<file path="config.mk">
export PLATFORM = sky130hd
export DESIGN_NAME = rvfi_tracer
export DESIGN_NICKNAME = d
export VERILOG_FILES = /design/src/hw/trace_pkg.sv /design/src/hw/rvfi_capture.sv /design/src/hw/insn_decoder.sv /design/src/hw/trace_emitter.sv /design/src/hw/rvfi_tracer.sv
export SDC_FILE = /design/constraint.sdc
export NUM_CORES = 1
export LEC_CHECK = 0
export ABC_AREA = 1
export BUFFER_PORTS_ARGS = -buffer_cell sky130_fd_sc_hd__buf_2
export CAP_MARGIN = 30
export CELL_PAD_IN_SITES_DETAIL_PLACEMENT = 1
export CELL_PAD_IN_SITES_GLOBAL_PLACEMENT = 2
export CORE_ASPECT_RATIO = 1.5
export CORE_MARGIN = 10
export CORE_UTILIZATION = 39
export DETAILED_ROUTE_END_ITERATION = 16
export GPL_TIMING_DRIVEN = 0
export PLACE_DENSITY = 0.78
export REMOVE_ABC_BUFFERS = 1
export SLEW_MARGIN = 0
export SYNTH_ARGS = -nofsm -noshare
export SYNTH_HDL_FRONTEND = slang
export SYNTH_SLANG_ARGS = --single-unit
</file>
<file path="constraint.sdc">
create_clock -name clk_i -period 22.2 [get_ports clk_i]
set_input_delay 4.44 -clock clk_i [delete_from_list [all_inputs] [get_ports clk_i]]
set_output_delay 4.44 -clock clk_i [all_outputs]
set_load 0.02 [all_outputs]
</file>
<file path="src/hw/trace_pkg.sv">
/*
 * Retirement tracer shared definitions
 * Widths, mnemonic and format encodings, access flags and the records
 * passed between the capture, decode and emit stages
 */
package trace_pkg;

  localparam int unsigned XLEN       = 32;
  localparam int unsigned REG_ADDR_W = 5;

  // RV32 major opcodes, low two bits always 11
  typedef enum logic [6:0] {
    OPC_LOAD     = 7'b0000011,
    OPC_MISC_MEM = 7'b0001111,
    OPC_OP_IMM   = 7'b0010011,
    OPC_AUIPC    = 7'b0010111,
    OPC_STORE    = 7'b0100011,
    OPC_OP       = 7'b0110011,
    OPC_LUI      = 7'b0110111,
    OPC_BRANCH   = 7'b1100011,
    OPC_JALR     = 7'b1100111,
    OPC_JAL      = 7'b1101111,
    OPC_SYSTEM   = 7'b1110011
  } rv_opcode_e;

  typedef enum logic [5:0] {
    OP_LUI, OP_AUIPC, OP_JAL, OP_JALR,
    OP_BEQ, OP_BNE, OP_BLT, OP_BGE, OP_BLTU, OP_BGEU,
    OP_LB, OP_LH, OP_LW, OP_LBU, OP_LHU,
    OP_SB, OP_SH, OP_SW,
    OP_ADDI, OP_SLTI, OP_SLTIU, OP_XORI, OP_ORI, OP_ANDI,
    OP_SLLI, OP_SRLI, OP_SRAI,
    OP_ADD, OP_SUB, OP_SLL, OP_SLT, OP_SLTU,
    OP_XOR, OP_SRL, OP_SRA, OP_OR, OP_AND,
    OP_FENCE, OP_FENCE_I,
    OP_ECALL, OP_EBREAK, OP_MRET, OP_DRET, OP_WFI,
    OP_CSRRW, OP_CSRRS, OP_CSRRC, OP_CSRRWI, OP_CSRRSI, OP_CSRRCI,
    OP_INVALID
  } trace_op_e;

  typedef enum logic [2:0] {
    FMT_R, FMT_I, FMT_S, FMT_B, FMT_U, FMT_J, FMT_CSR, FMT_NONE
  } insn_fmt_e;

  typedef struct packed {
    logic rs1;
    logic rs2;
    logic rd;
    logic mem;
  } access_mask_t;

  // Access patterns per instruction class
  localparam access_mask_t ACC_NONE   = '{rs1: 1'b0, rs2: 1'b0, rd: 1'b0, mem: 1'b0};
  localparam access_mask_t ACC_R      = '{rs1: 1'b1, rs2: 1'b1, rd: 1'b1, mem: 1'b0};
  localparam access_mask_t ACC_I      = '{rs1: 1'b1, rs2: 1'b0, rd: 1'b1, mem: 1'b0};
  localparam access_mask_t ACC_LOAD   = '{rs1: 1'b1, rs2: 1'b0, rd: 1'b1, mem: 1'b1};
  localparam access_mask_t ACC_STORE  = '{rs1: 1'b1, rs2: 1'b1, rd: 1'b0, mem: 1'b1};
  localparam access_mask_t ACC_BRANCH = '{rs1: 1'b1, rs2: 1'b1, rd: 1'b0, mem: 1'b0};
  localparam access_mask_t ACC_RD     = '{rs1: 1'b0, rs2: 1'b0, rd: 1'b1, mem: 1'b0};

  typedef struct packed {
    logic [XLEN-1:0]       insn;
    logic [XLEN-1:0]       pc;
    logic [REG_ADDR_W-1:0] rs1_addr;
    logic [REG_ADDR_W-1:0] rs2_addr;
    logic [XLEN-1:0]       rs1_rdata;
    logic [XLEN-1:0]       rs2_rdata;
    logic [REG_ADDR_W-1:0] rd_addr;
    logic [XLEN-1:0]       rd_wdata;
    logic [XLEN-1:0]       mem_addr;
    logic [XLEN/8-1:0]     mem_rmask;
    logic [XLEN/8-1:0]     mem_wmask;
    logic [XLEN-1:0]       mem_rdata;
    logic [XLEN-1:0]       mem_wdata;
  } rvfi_retire_t;

  typedef struct packed {
    rvfi_retire_t retire;
    logic [31:0]  cycle;
  } capt_t;

  typedef struct packed {
    capt_t           capt;
    trace_op_e       op;
    insn_fmt_e       fmt;
    access_mask_t    access;
    logic [XLEN-1:0] imm;
  } dec_t;

  typedef struct packed {
    logic [31:0]           cycle;
    logic [XLEN-1:0]       pc;
    logic [XLEN-1:0]       insn;
    trace_op_e             op;
    insn_fmt_e             fmt;
    access_mask_t          access;
    logic [XLEN-1:0]       imm;
    logic [XLEN-1:0]       target;
    logic [REG_ADDR_W-1:0] rs1_addr;
    logic [XLEN-1:0]       rs1_data;
    logic [REG_ADDR_W-1:0] rs2_addr;
    logic [XLEN-1:0]       rs2_data;
    logic [REG_ADDR_W-1:0] rd_addr;
    logic [XLEN-1:0]       rd_data;
    logic [XLEN-1:0]       mem_addr;
    logic [XLEN-1:0]       mem_data;
  } trace_rec_t;

endpackage

</file>
<file path="src/hw/rvfi_capture.sv">
/*
 * Retirement capture stage
 * Registers each accepted RVFI retirement with the current cycle count
 */
`timescale 1ns/100ps

module rvfi_capture import trace_pkg::*; (
  input  logic         clk_i,
  input  logic         rst_ni,
  input  logic         in_valid,
  input  rvfi_retire_t in_retire,
  output logic         in_ready,
  output logic         capt_valid,
  output capt_t        capt,
  input  logic         capt_ready
);

  logic [31:0] cycle_q;

  // Free-running, 0 in the first cycle out of reset
  always_ff @(posedge clk_i or negedge rst_ni) begin
    if (!rst_ni) begin
      cycle_q <= '0;
    end else begin
      cycle_q <= cycle_q + 32'd1;
    end
  end

  // Empty, or the held item leaves this cycle
  assign in_ready = !capt_valid || capt_ready;

  always_ff @(posedge clk_i or negedge rst_ni) begin
    if (!rst_ni) begin
      capt_valid <= 1'b0;
    end else if (in_ready) begin
      capt_valid <= in_valid;
    end
  end

  always_ff @(posedge clk_i) begin
    if (in_valid && in_ready) begin
      capt.retire <= in_retire;
      capt.cycle  <= cycle_q;
    end
  end

  // Held item must not change while the decoder stalls
  a_capt_hold: assert property (
    @(posedge clk_i) disable iff (!rst_ni)
    capt_valid && !capt_ready |=> capt_valid && $stable(capt)
  );

endmodule

</file>
<file path="src/hw/insn_decoder.sv">
/*
 * RV32I instruction decode stage
 * Derives mnemonic, format, register and memory access flags and the
 * immediate, and registers them with the captured retirement
 */
`timescale 1ns/100ps

module insn_decoder import trace_pkg::*; (
  input  logic  clk_i,
  input  logic  rst_ni,
  input  logic  capt_valid,
  input  capt_t capt,
  output logic  capt_ready,
  output logic  dec_valid,
  output dec_t  dec,
  input  logic  dec_ready
);

  logic [XLEN-1:0] insn;
  logic [6:0]      opcode;
  logic [2:0]      funct3;
  logic [6:0]      funct7;

  logic [XLEN-1:0] imm_i;
  logic [XLEN-1:0] imm_s;
  logic [XLEN-1:0] imm_b;
  logic [XLEN-1:0] imm_u;
  logic [XLEN-1:0] imm_j;
  logic [XLEN-1:0] imm_shamt;
  logic [XLEN-1:0] imm_csr;

  trace_op_e       op_d;
  insn_fmt_e       fmt_d;
  access_mask_t    acc_d;
  logic [XLEN-1:0] imm_d;

  assign insn   = capt.retire.insn;
  assign opcode = insn[6:0];
  assign funct3 = insn[14:12];
  assign funct7 = insn[31:25];

  assign imm_i     = {{20{insn[31]}}, insn[31:20]};
  assign imm_s     = {{20{insn[31]}}, insn[31:25], insn[11:7]};
  assign imm_b     = {{19{insn[31]}}, insn[31], insn[7], insn[30:25], insn[11:8], 1'b0};
  assign imm_u     = {insn[31:12], 12'b0};
  assign imm_j     = {{11{insn[31]}}, insn[31], insn[19:12], insn[20], insn[30:21], 1'b0};
  assign imm_shamt = {27'b0, insn[24:20]};
  assign imm_csr   = {20'b0, insn[31:20]};

  // Compressed words never match, as every listed opcode ends in 11
  always_comb begin
    op_d  = OP_INVALID;
    fmt_d = FMT_NONE;
    acc_d = ACC_NONE;
    imm_d = '0;

    case (opcode)
      OPC_LUI: begin
        op_d  = OP_LUI;
        fmt_d = FMT_U;
        acc_d = ACC_RD;
        imm_d = imm_u;
      end
      OPC_AUIPC: begin
        op_d  = OP_AUIPC;
        fmt_d = FMT_U;
        acc_d = ACC_RD;
        imm_d = imm_u;
      end
      OPC_JAL: begin
        op_d  = OP_JAL;
        fmt_d = FMT_J;
        acc_d = ACC_RD;
        imm_d = imm_j;
      end
      OPC_JALR: begin
        op_d  = (funct3 == 3'b000) ? OP_JALR : OP_INVALID;
        fmt_d = FMT_I;
        acc_d = ACC_I;
        imm_d = imm_i;
      end
      OPC_BRANCH: begin
        fmt_d = FMT_B;
        acc_d = ACC_BRANCH;
        imm_d = imm_b;
        case (funct3)
          3'b000:  op_d = OP_BEQ;
          3'b001:  op_d = OP_BNE;
          3'b100:  op_d = OP_BLT;
          3'b101:  op_d = OP_BGE;
          3'b110:  op_d = OP_BLTU;
          3'b111:  op_d = OP_BGEU;
          default: op_d = OP_INVALID;
        endcase
      end
      OPC_LOAD: begin
        fmt_d = FMT_I;
        acc_d = ACC_LOAD;
        imm_d = imm_i;
        case (funct3)
          3'b000:  op_d = OP_LB;
          3'b001:  op_d = OP_LH;
          3'b010:  op_d = OP_LW;
          3'b100:  op_d = OP_LBU;
          3'b101:  op_d = OP_LHU;
          default: op_d = OP_INVALID;
        endcase
      end
      OPC_STORE: begin
        fmt_d = FMT_S;
        acc_d = ACC_STORE;
        imm_d = imm_s;
        case (funct3)
          3'b000:  op_d = OP_SB;
          3'b001:  op_d = OP_SH;
          3'b010:  op_d = OP_SW;
          default: op_d = OP_INVALID;
        endcase
      end
      OPC_OP_IMM: begin
        fmt_d = FMT_I;
        acc_d = ACC_I;
        imm_d = imm_i;
        case (funct3)
          3'b000:  op_d = OP_ADDI;
          3'b010:  op_d = OP_SLTI;
          3'b011:  op_d = OP_SLTIU;
          3'b100:  op_d = OP_XORI;
          3'b110:  op_d = OP_ORI;
          3'b111:  op_d = OP_ANDI;
          default: op_d = OP_INVALID;
        endcase
        // Shifts carry only the shamt
        if (funct3 == 3'b001 || funct3 == 3'b101) begin
          imm_d = imm_shamt;
          case ({funct7, funct3})
            10'b0000000_001: op_d = OP_SLLI;
            10'b0000000_101: op_d = OP_SRLI;
            10'b0100000_101: op_d = OP_SRAI;
            default:         op_d = OP_INVALID;
          endcase
        end
      end
      OPC_OP: begin
        fmt_d = FMT_R;
        acc_d = ACC_R;
        case ({funct7, funct3})
          10'b0000000_000: op_d = OP_ADD;
          10'b0100000_000: op_d = OP_SUB;
          10'b0000000_001: op_d = OP_SLL;
          10'b0000000_010: op_d = OP_SLT;
          10'b0000000_011: op_d = OP_SLTU;
          10'b0000000_100: op_d = OP_XOR;
          10'b0000000_101: op_d = OP_SRL;
          10'b0100000_101: op_d = OP_SRA;
          10'b0000000_110: op_d = OP_OR;
          10'b0000000_111: op_d = OP_AND;
          default:         op_d = OP_INVALID;
        endcase
      end
      OPC_MISC_MEM: begin
        case (funct3)
          3'b000:  op_d = OP_FENCE;
          3'b001:  op_d = OP_FENCE_I;
          default: op_d = OP_INVALID;
        endcase
      end
      OPC_SYSTEM: begin
        case (funct3)
          3'b000: begin
            case (insn)
              32'h0000_0073: op_d = OP_ECALL;
              32'h0010_0073: op_d = OP_EBREAK;
              32'h3020_0073: op_d = OP_MRET;
              32'h7b20_0073: op_d = OP_DRET;
              32'h1050_0073: op_d = OP_WFI;
              default:       op_d = OP_INVALID;
            endcase
          end
          3'b001:  op_d = OP_CSRRW;
          3'b010:  op_d = OP_CSRRS;
          3'b011:  op_d = OP_CSRRC;
          3'b101:  op_d = OP_CSRRWI;
          3'b110:  op_d = OP_CSRRSI;
          3'b111:  op_d = OP_CSRRCI;
          default: op_d = OP_INVALID;
        endcase
        if (funct3 != 3'b000) begin
          fmt_d = FMT_CSR;
          imm_d = imm_csr;
          // funct3[2] selects the uimm source in place of rs1
          acc_d = funct3[2] ? ACC_RD : ACC_I;
        end
      end
      default: op_d = OP_INVALID;
    endcase

    // Unlisted encoding inside a known opcode
    if (op_d == OP_INVALID) begin
      fmt_d = FMT_NONE;
      acc_d = ACC_NONE;
      imm_d = '0;
    end
  end

  assign capt_ready = !dec_valid || dec_ready;

  always_ff @(posedge clk_i or negedge rst_ni) begin
    if (!rst_ni) begin
      dec_valid <= 1'b0;
    end else if (capt_ready) begin
      dec_valid <= capt_valid;
    end
  end

  always_ff @(posedge clk_i) begin
    if (capt_valid && capt_ready) begin
      dec.capt   <= capt;
      dec.op     <= op_d;
      dec.fmt    <= fmt_d;
      dec.access <= acc_d;
      dec.imm    <= imm_d;
    end
  end

  a_mem_only_ldst: assert property (
    @(posedge clk_i) disable iff (!rst_ni)
    dec_valid && dec.access.mem |->
      dec.op inside {OP_LB, OP_LH, OP_LW, OP_LBU, OP_LHU, OP_SB, OP_SH, OP_SW}
  );

endmodule

</file>
<file path="src/hw/trace_emitter.sv">
/*
 * Trace record output stage
 * Computes jump and branch targets, clears fields that were not accessed
 * and holds the record until the consumer takes it
 */
`timescale 1ns/100ps

module trace_emitter import trace_pkg::*; (
  input  logic       clk_i,
  input  logic       rst_ni,
  input  logic       dec_valid,
  input  dec_t       dec,
  output logic       dec_ready,
  output logic       out_valid,
  output trace_rec_t out_rec,
  input  logic       out_ready
);

  rvfi_retire_t    ret;
  logic [XLEN-1:0] target_d;
  logic [XLEN-1:0] mem_data_d;
  trace_rec_t      rec_d;

  assign ret = dec.capt.retire;

  always_comb begin
    target_d = '0;
    if (dec.fmt == FMT_B || dec.op == OP_JAL) begin
      target_d = ret.pc + dec.imm;
    end else if (dec.op == OP_JALR) begin
      target_d = (ret.rs1_rdata + dec.imm) & ~32'd1;
    end
  end

  // Load data wins when both masks are set
  always_comb begin
    mem_data_d = '0;
    if (ret.mem_rmask != '0) begin
      mem_data_d = ret.mem_rdata;
    end else if (ret.mem_wmask != '0) begin
      mem_data_d = ret.mem_wdata;
    end
  end

  always_comb begin
    rec_d.cycle    = dec.capt.cycle;
    rec_d.pc       = ret.pc;
    rec_d.insn     = ret.insn;
    rec_d.op       = dec.op;
    rec_d.fmt      = dec.fmt;
    rec_d.access   = dec.access;
    rec_d.imm      = dec.imm;
    rec_d.target   = target_d;
    rec_d.rs1_addr = dec.access.rs1 ? ret.rs1_addr  : '0;
    rec_d.rs1_data = dec.access.rs1 ? ret.rs1_rdata : '0;
    rec_d.rs2_addr = dec.access.rs2 ? ret.rs2_addr  : '0;
    rec_d.rs2_data = dec.access.rs2 ? ret.rs2_rdata : '0;
    rec_d.rd_addr  = dec.access.rd  ? ret.rd_addr   : '0;
    rec_d.rd_data  = dec.access.rd  ? ret.rd_wdata  : '0;
    rec_d.mem_addr = dec.access.mem ? ret.mem_addr  : '0;
    rec_d.mem_data = mem_data_d;
  end

  assign dec_ready = !out_valid || out_ready;

  always_ff @(posedge clk_i or negedge rst_ni) begin
    if (!rst_ni) begin
      out_valid <= 1'b0;
    end else if (dec_ready) begin
      out_valid <= dec_valid;
    end
  end

  always_ff @(posedge clk_i) begin
    if (dec_valid && dec_ready) begin
      out_rec <= rec_d;
    end
  end

  // Record and valid both held while the consumer stalls
  a_out_hold: assert property (
    @(posedge clk_i) disable iff (!rst_ni)
    out_valid && !out_ready |=> out_valid && $stable(out_rec)
  );

endmodule

</file>
<file path="src/hw/rvfi_tracer.sv">
/*
 * RVFI retirement tracer
 * Capture, decode and emit stages in a three-deep valid/ready pipeline
 */
`timescale 1ns/100ps

module rvfi_tracer import trace_pkg::*; (
  input  logic         clk_i,
  input  logic         rst_ni,
  input  logic         in_valid,
  input  rvfi_retire_t in_retire,
  output logic         in_ready,
  output logic         out_valid,
  output trace_rec_t   out_rec,
  input  logic         out_ready
);

  logic  capt_valid;
  logic  capt_ready;
  capt_t capt;

  logic  dec_valid;
  logic  dec_ready;
  dec_t  dec;

  rvfi_capture i_capture (
    .clk_i      (clk_i),
    .rst_ni     (rst_ni),
    .in_valid   (in_valid),
    .in_retire  (in_retire),
    .in_ready   (in_ready),
    .capt_valid (capt_valid),
    .capt       (capt),
    .capt_ready (capt_ready)
  );

  insn_decoder i_decoder (
    .clk_i      (clk_i),
    .rst_ni     (rst_ni),
    .capt_valid (capt_valid),
    .capt       (capt),
    .capt_ready (capt_ready),
    .dec_valid  (dec_valid),
    .dec        (dec),
    .dec_ready  (dec_ready)
  );

  trace_emitter i_emitter (
    .clk_i     (clk_i),
    .rst_ni    (rst_ni),
    .dec_valid (dec_valid),
    .dec       (dec),
    .dec_ready (dec_ready),
    .out_valid (out_valid),
    .out_rec   (out_rec),
    .out_ready (out_ready)
  );

endmodule

</file>
==> reports/summary.md <==
Outcome
* result of the run: completed

Synth
* post-synthesis compound-gate area fraction: 0.0423
* share of Yosys cell area claimed by the top area cell type: 0.764
* total of warnings raised by yosys: 0
* basic-gate share of the synthesized area counting and, or, nand and nor cells: 0.100
* syn avg cell area: 14.2 um2
* netlist area before placement: 39,900 um2
* xor and xnor area share after synthesis: 0.00812
* number of synthesized register bits: 1,050
* Post-Synth Adder-Cell Area: 0.0220
* sequential-to-total area share from yosys stat: 0.786
* main combinational cell family by area after synthesis: simple AND/OR/NAND/NOR gates
* dominant cell type by area after synthesis: sky130_fd_sc_hd__edfxtp_1
* count of different cell masters after synthesis: 51
* cell types with the largest area share after synthesis: sky130_fd_sc_hd__edfxtp_1, sky130_fd_sc_hd__nand2_1, sky130_fd_sc_hd__inv_1, sky130_fd_sc_hd__dfrtp_1, sky130_fd_sc_hd__nor2_1
* synthesized instance count: 2,814
* multiplexer fraction of the synthesized cell area: 0

STA
* worst slew margin relative to its limit: 0.347
* transition at the pin with the smallest max-transition slack: 0.956 ns
* Final Hold Violating Endpoints: 0
* final cycle utilization of the critical path: 0.434
* final-report max-slew violation count: 0
* Max Fclk: 0.104 GHz
* hold slack: 0.405 ns
* shortest period the worst path allows: 9.64 ns
* Setup Viol. Count Final: 0
* setup repair after global routing missed its margin: no
* post-route clock skew: 0.0402 ns

Worst setup path
* critical path arrival: 5.20 ns
* Data required, critical path: 17.76 ns
* launching instance or port of the critical path: out_ready
* origin of the critical flop-to-flop path: i_decoder.dec[4]$_SDFFCE_PN0P_
* critical path capture point type: primary output
* end point of the critical path: in_ready
* kind of critical path: primary input to primary output
* flop-to-flop setup slack: 18.80 ns
* critical register-to-register path endpoint: i_emitter.out_rec[190]$_DFFE_PP_
* startpoint kind of the worst setup timing path: primary input
* Critical Path Fanout Max: 3
* cell count of the worst reg-to-reg path: 9

Power
* Clk pwr share: 0.321
* share of power burned in registers: 0.488
* worst ir drop on vdd: 116 uV
* net switching power of the design: 1.68 mW
* power density of the placed cells: 114 nW/um2
* Internal Pwr Total: 3.89 mW
* Sw Ratio: 0.301
* Combinational Power Share: 0.191
* leakage power: 20.2 nW

Floorplanning
* die extent in y: 412 um
* Cell Rows: 143
* floorplan die width: 281 um
* initial core utilization: 0.393
* io pins: 633
* Die ar.: 116,000 um2
* core region area: 101,000 um2

CTS
* clock buffer count from CTS: 97
* CTS Root Buffer Type: sky130_fd_sc_hd__clkbuf_16
* Worst-Skew Late Latency: 0.71 ns
* number of hold-repair buffers added at the cts stage: 0
* clock input transition at the sequential cells of the worst setup and hold paths: 0.06 ns
* post-CTS setup-driven buffer insertion count: 0
* maximum level of the CTS H-tree: 3
* Resize count post-CTS: 0
* Longest Clk Path Bufs: 3
* TritonCTS clock tree: yes
* total number of clock tree sinks: 1,050

Finish
* most frequent cells in the layout: sky130_fd_sc_hd__edfxtp_1, sky130_fd_sc_hd__buf_2, sky130_fd_sc_hd__nand2_1
* most common cell after layout, fill and taps aside: sky130_fd_sc_hd__edfxtp_1
* area growth from synthesis to final layout: 22.1%
* total non-filler cell area in the finished layout: 48,700 um2
* fraction of final layout cells sized beyond drive strength 1: 0.246
* fillers: 10,301
* number of nets at the end of the flow: 3,899

Routing
* detail-routed via count per cell: 4.94
* Antenna Nets Post-Route: 0
* iteration-0 DRC count of the detailed router: 1,299
* Via Count: 24,431
* number of remaining DRC errors: 0
* overall routed net length: 126,000 um
* drt first pass iters: 4
* Routed wire per std cell: 25.4 um

Flow run
* max cap viols: 0

Placement
* post-placement cell area: 45,200 um2
* global placement routability congestion: 0.866
* count of input and output buffers: 632
* HPWL reported at the end of detailed placement: 97,400 um

GRT
* via count of the first global-routing pass: 27,012
* overflow left after global routing: 0
* global-route total usage across every layer: 0.215
* maximum number of pins on one net before global-route repair: 124
* global-route wire length before repair: 180,000 um
* initial antenna violation count: 45

Hold path
* min-delay worst type: flip-flop to flip-flop
* Hold Crit Depth: 0

-- final cells by class --
type,instances,area [um2],share of cell area
tap,1305,1630,0.0335
multi-input combinational,1341,6910,0.142
timing repair buffer,670,3870,0.0795
antenna,13,32.5,0.000668
clock buffer,112,2520,0.0518
inverter,387,1470,0.0302
clock inverter,71,910,0.0187
sequential,1050,31400,0.644
-- worst max-delay path, stage by stage --
cell and delay [ns]:
sky130_fd_sc_hd__buf_2 0.10, sky130_fd_sc_hd__inv_1 0.10, sky130_fd_sc_hd__nand2_1 0.09, sky130_fd_sc_hd__nor2_1 0.15, sky130_fd_sc_hd__nand2_1 0.11, sky130_fd_sc_hd__buf_2 0.20
-- power groups by stage --
stage                     combinational [mW]  sequential, mW  clock [mW]
after floorplan                        0.393            3.06           0
after global placement                 0.981            3.02           0
after detailed placement                1.08            2.76           0
after CTS                               1.08            2.72        1.82
after global routing                    1.16            2.74        1.90
final                                   1.06            2.71        1.78
-- routing by layer --
layer,part of all wire,GRT usage
met5,0.0026,0
met4,0.044,0.0971
met3,0.090,0.0796
met2,0.53,0.394
met1,0.34,0.212
-- synth_stat cells, drive strengths merged --
library cell and n:
and2 1, nand3b 11, nand2 494, fa 2, o41ai 2, o22ai 34
nand3 120, a21oi 117, a221oi 1, a31oi 10, dfrtp 35, xor2 25
a32o 2, a2111oi 2, a22oi 5, nand2b 1, o31ai 4, o21ai 88
a21o 8, inv 386, nand4 23, o221ai 2, or2 8, o32ai 1
nor4 3, a211oi 1, clkbuf 24, clkinv 1, buf 12, nor2 255
edfxtp 1015, nor3 21, ha 67, a21boi 4, xnor2 12, o21bai 6
o21a 11
-- kinds of logic after synthesis --
logic type	Yosys count
compound gates	298
xor+xnor	37
fa+ha+maj	69
flops	1050
simple gates	937
buf+inv	423
-- how the worst min path moves through the flow --
stage	end	from	slack (ns)
detailed placement	i_decoder.dec[136]$_DFFE_PP_	i_capture.capt[91]$_DFFE_PP_	0.41
floorplan	i_decoder.dec[100]$_DFFE_PP_	i_capture.capt[55]$_DFFE_PP_	0.40
CTS	i_emitter.out_rec[347]$_DFFE_PP_	i_decoder.dec[76]$_DFFE_PP_	0.40
global placement	i_decoder.dec[213]$_DFFE_PP_	i_capture.capt[168]$_DFFE_PP_	0.40
finish	i_decoder.dec[103]$_DFFE_PP_	i_capture.capt[58]$_DFFE_PP_	0.40
global route	i_emitter.out_rec[347]$_DFFE_PP_	i_decoder.dec[76]$_DFFE_PP_	0.41
-- state kept, by name, indices dropped and copies added, names as in the netlist --
signal and flops:
i_capture.capt 311, i_emitter.out_rec 348, i_emitter.out_valid 1, i_decoder.dec_valid 1, i_capture.capt_valid 1, i_capture.cycle_q 32, i_decoder.dec 356
-- per-stage QoR --
stage / power, mW / setup WS, ns / TNS, ns / cells / util
6_report: 5.56 / 12.56 / 0 / 4949 / 0.480
5_1_grt: 5.80 / 12.50 / 0 / 4941 / 0.480
4_1_cts: 5.63 / 12.55 / 0 / 4936 / 0.480
3_5_place_dp: 3.84 / 12.55 / 0 / 4753 / 0.446
3_3_place_gp: 4.00 / -9.57 / -3310.38 / 4715 / 0.439
2_1_floorplan: 3.45 / -0.0261 / -9.07 / 2778 / -
No activity file was read; power rests on OpenSTA's default activity.
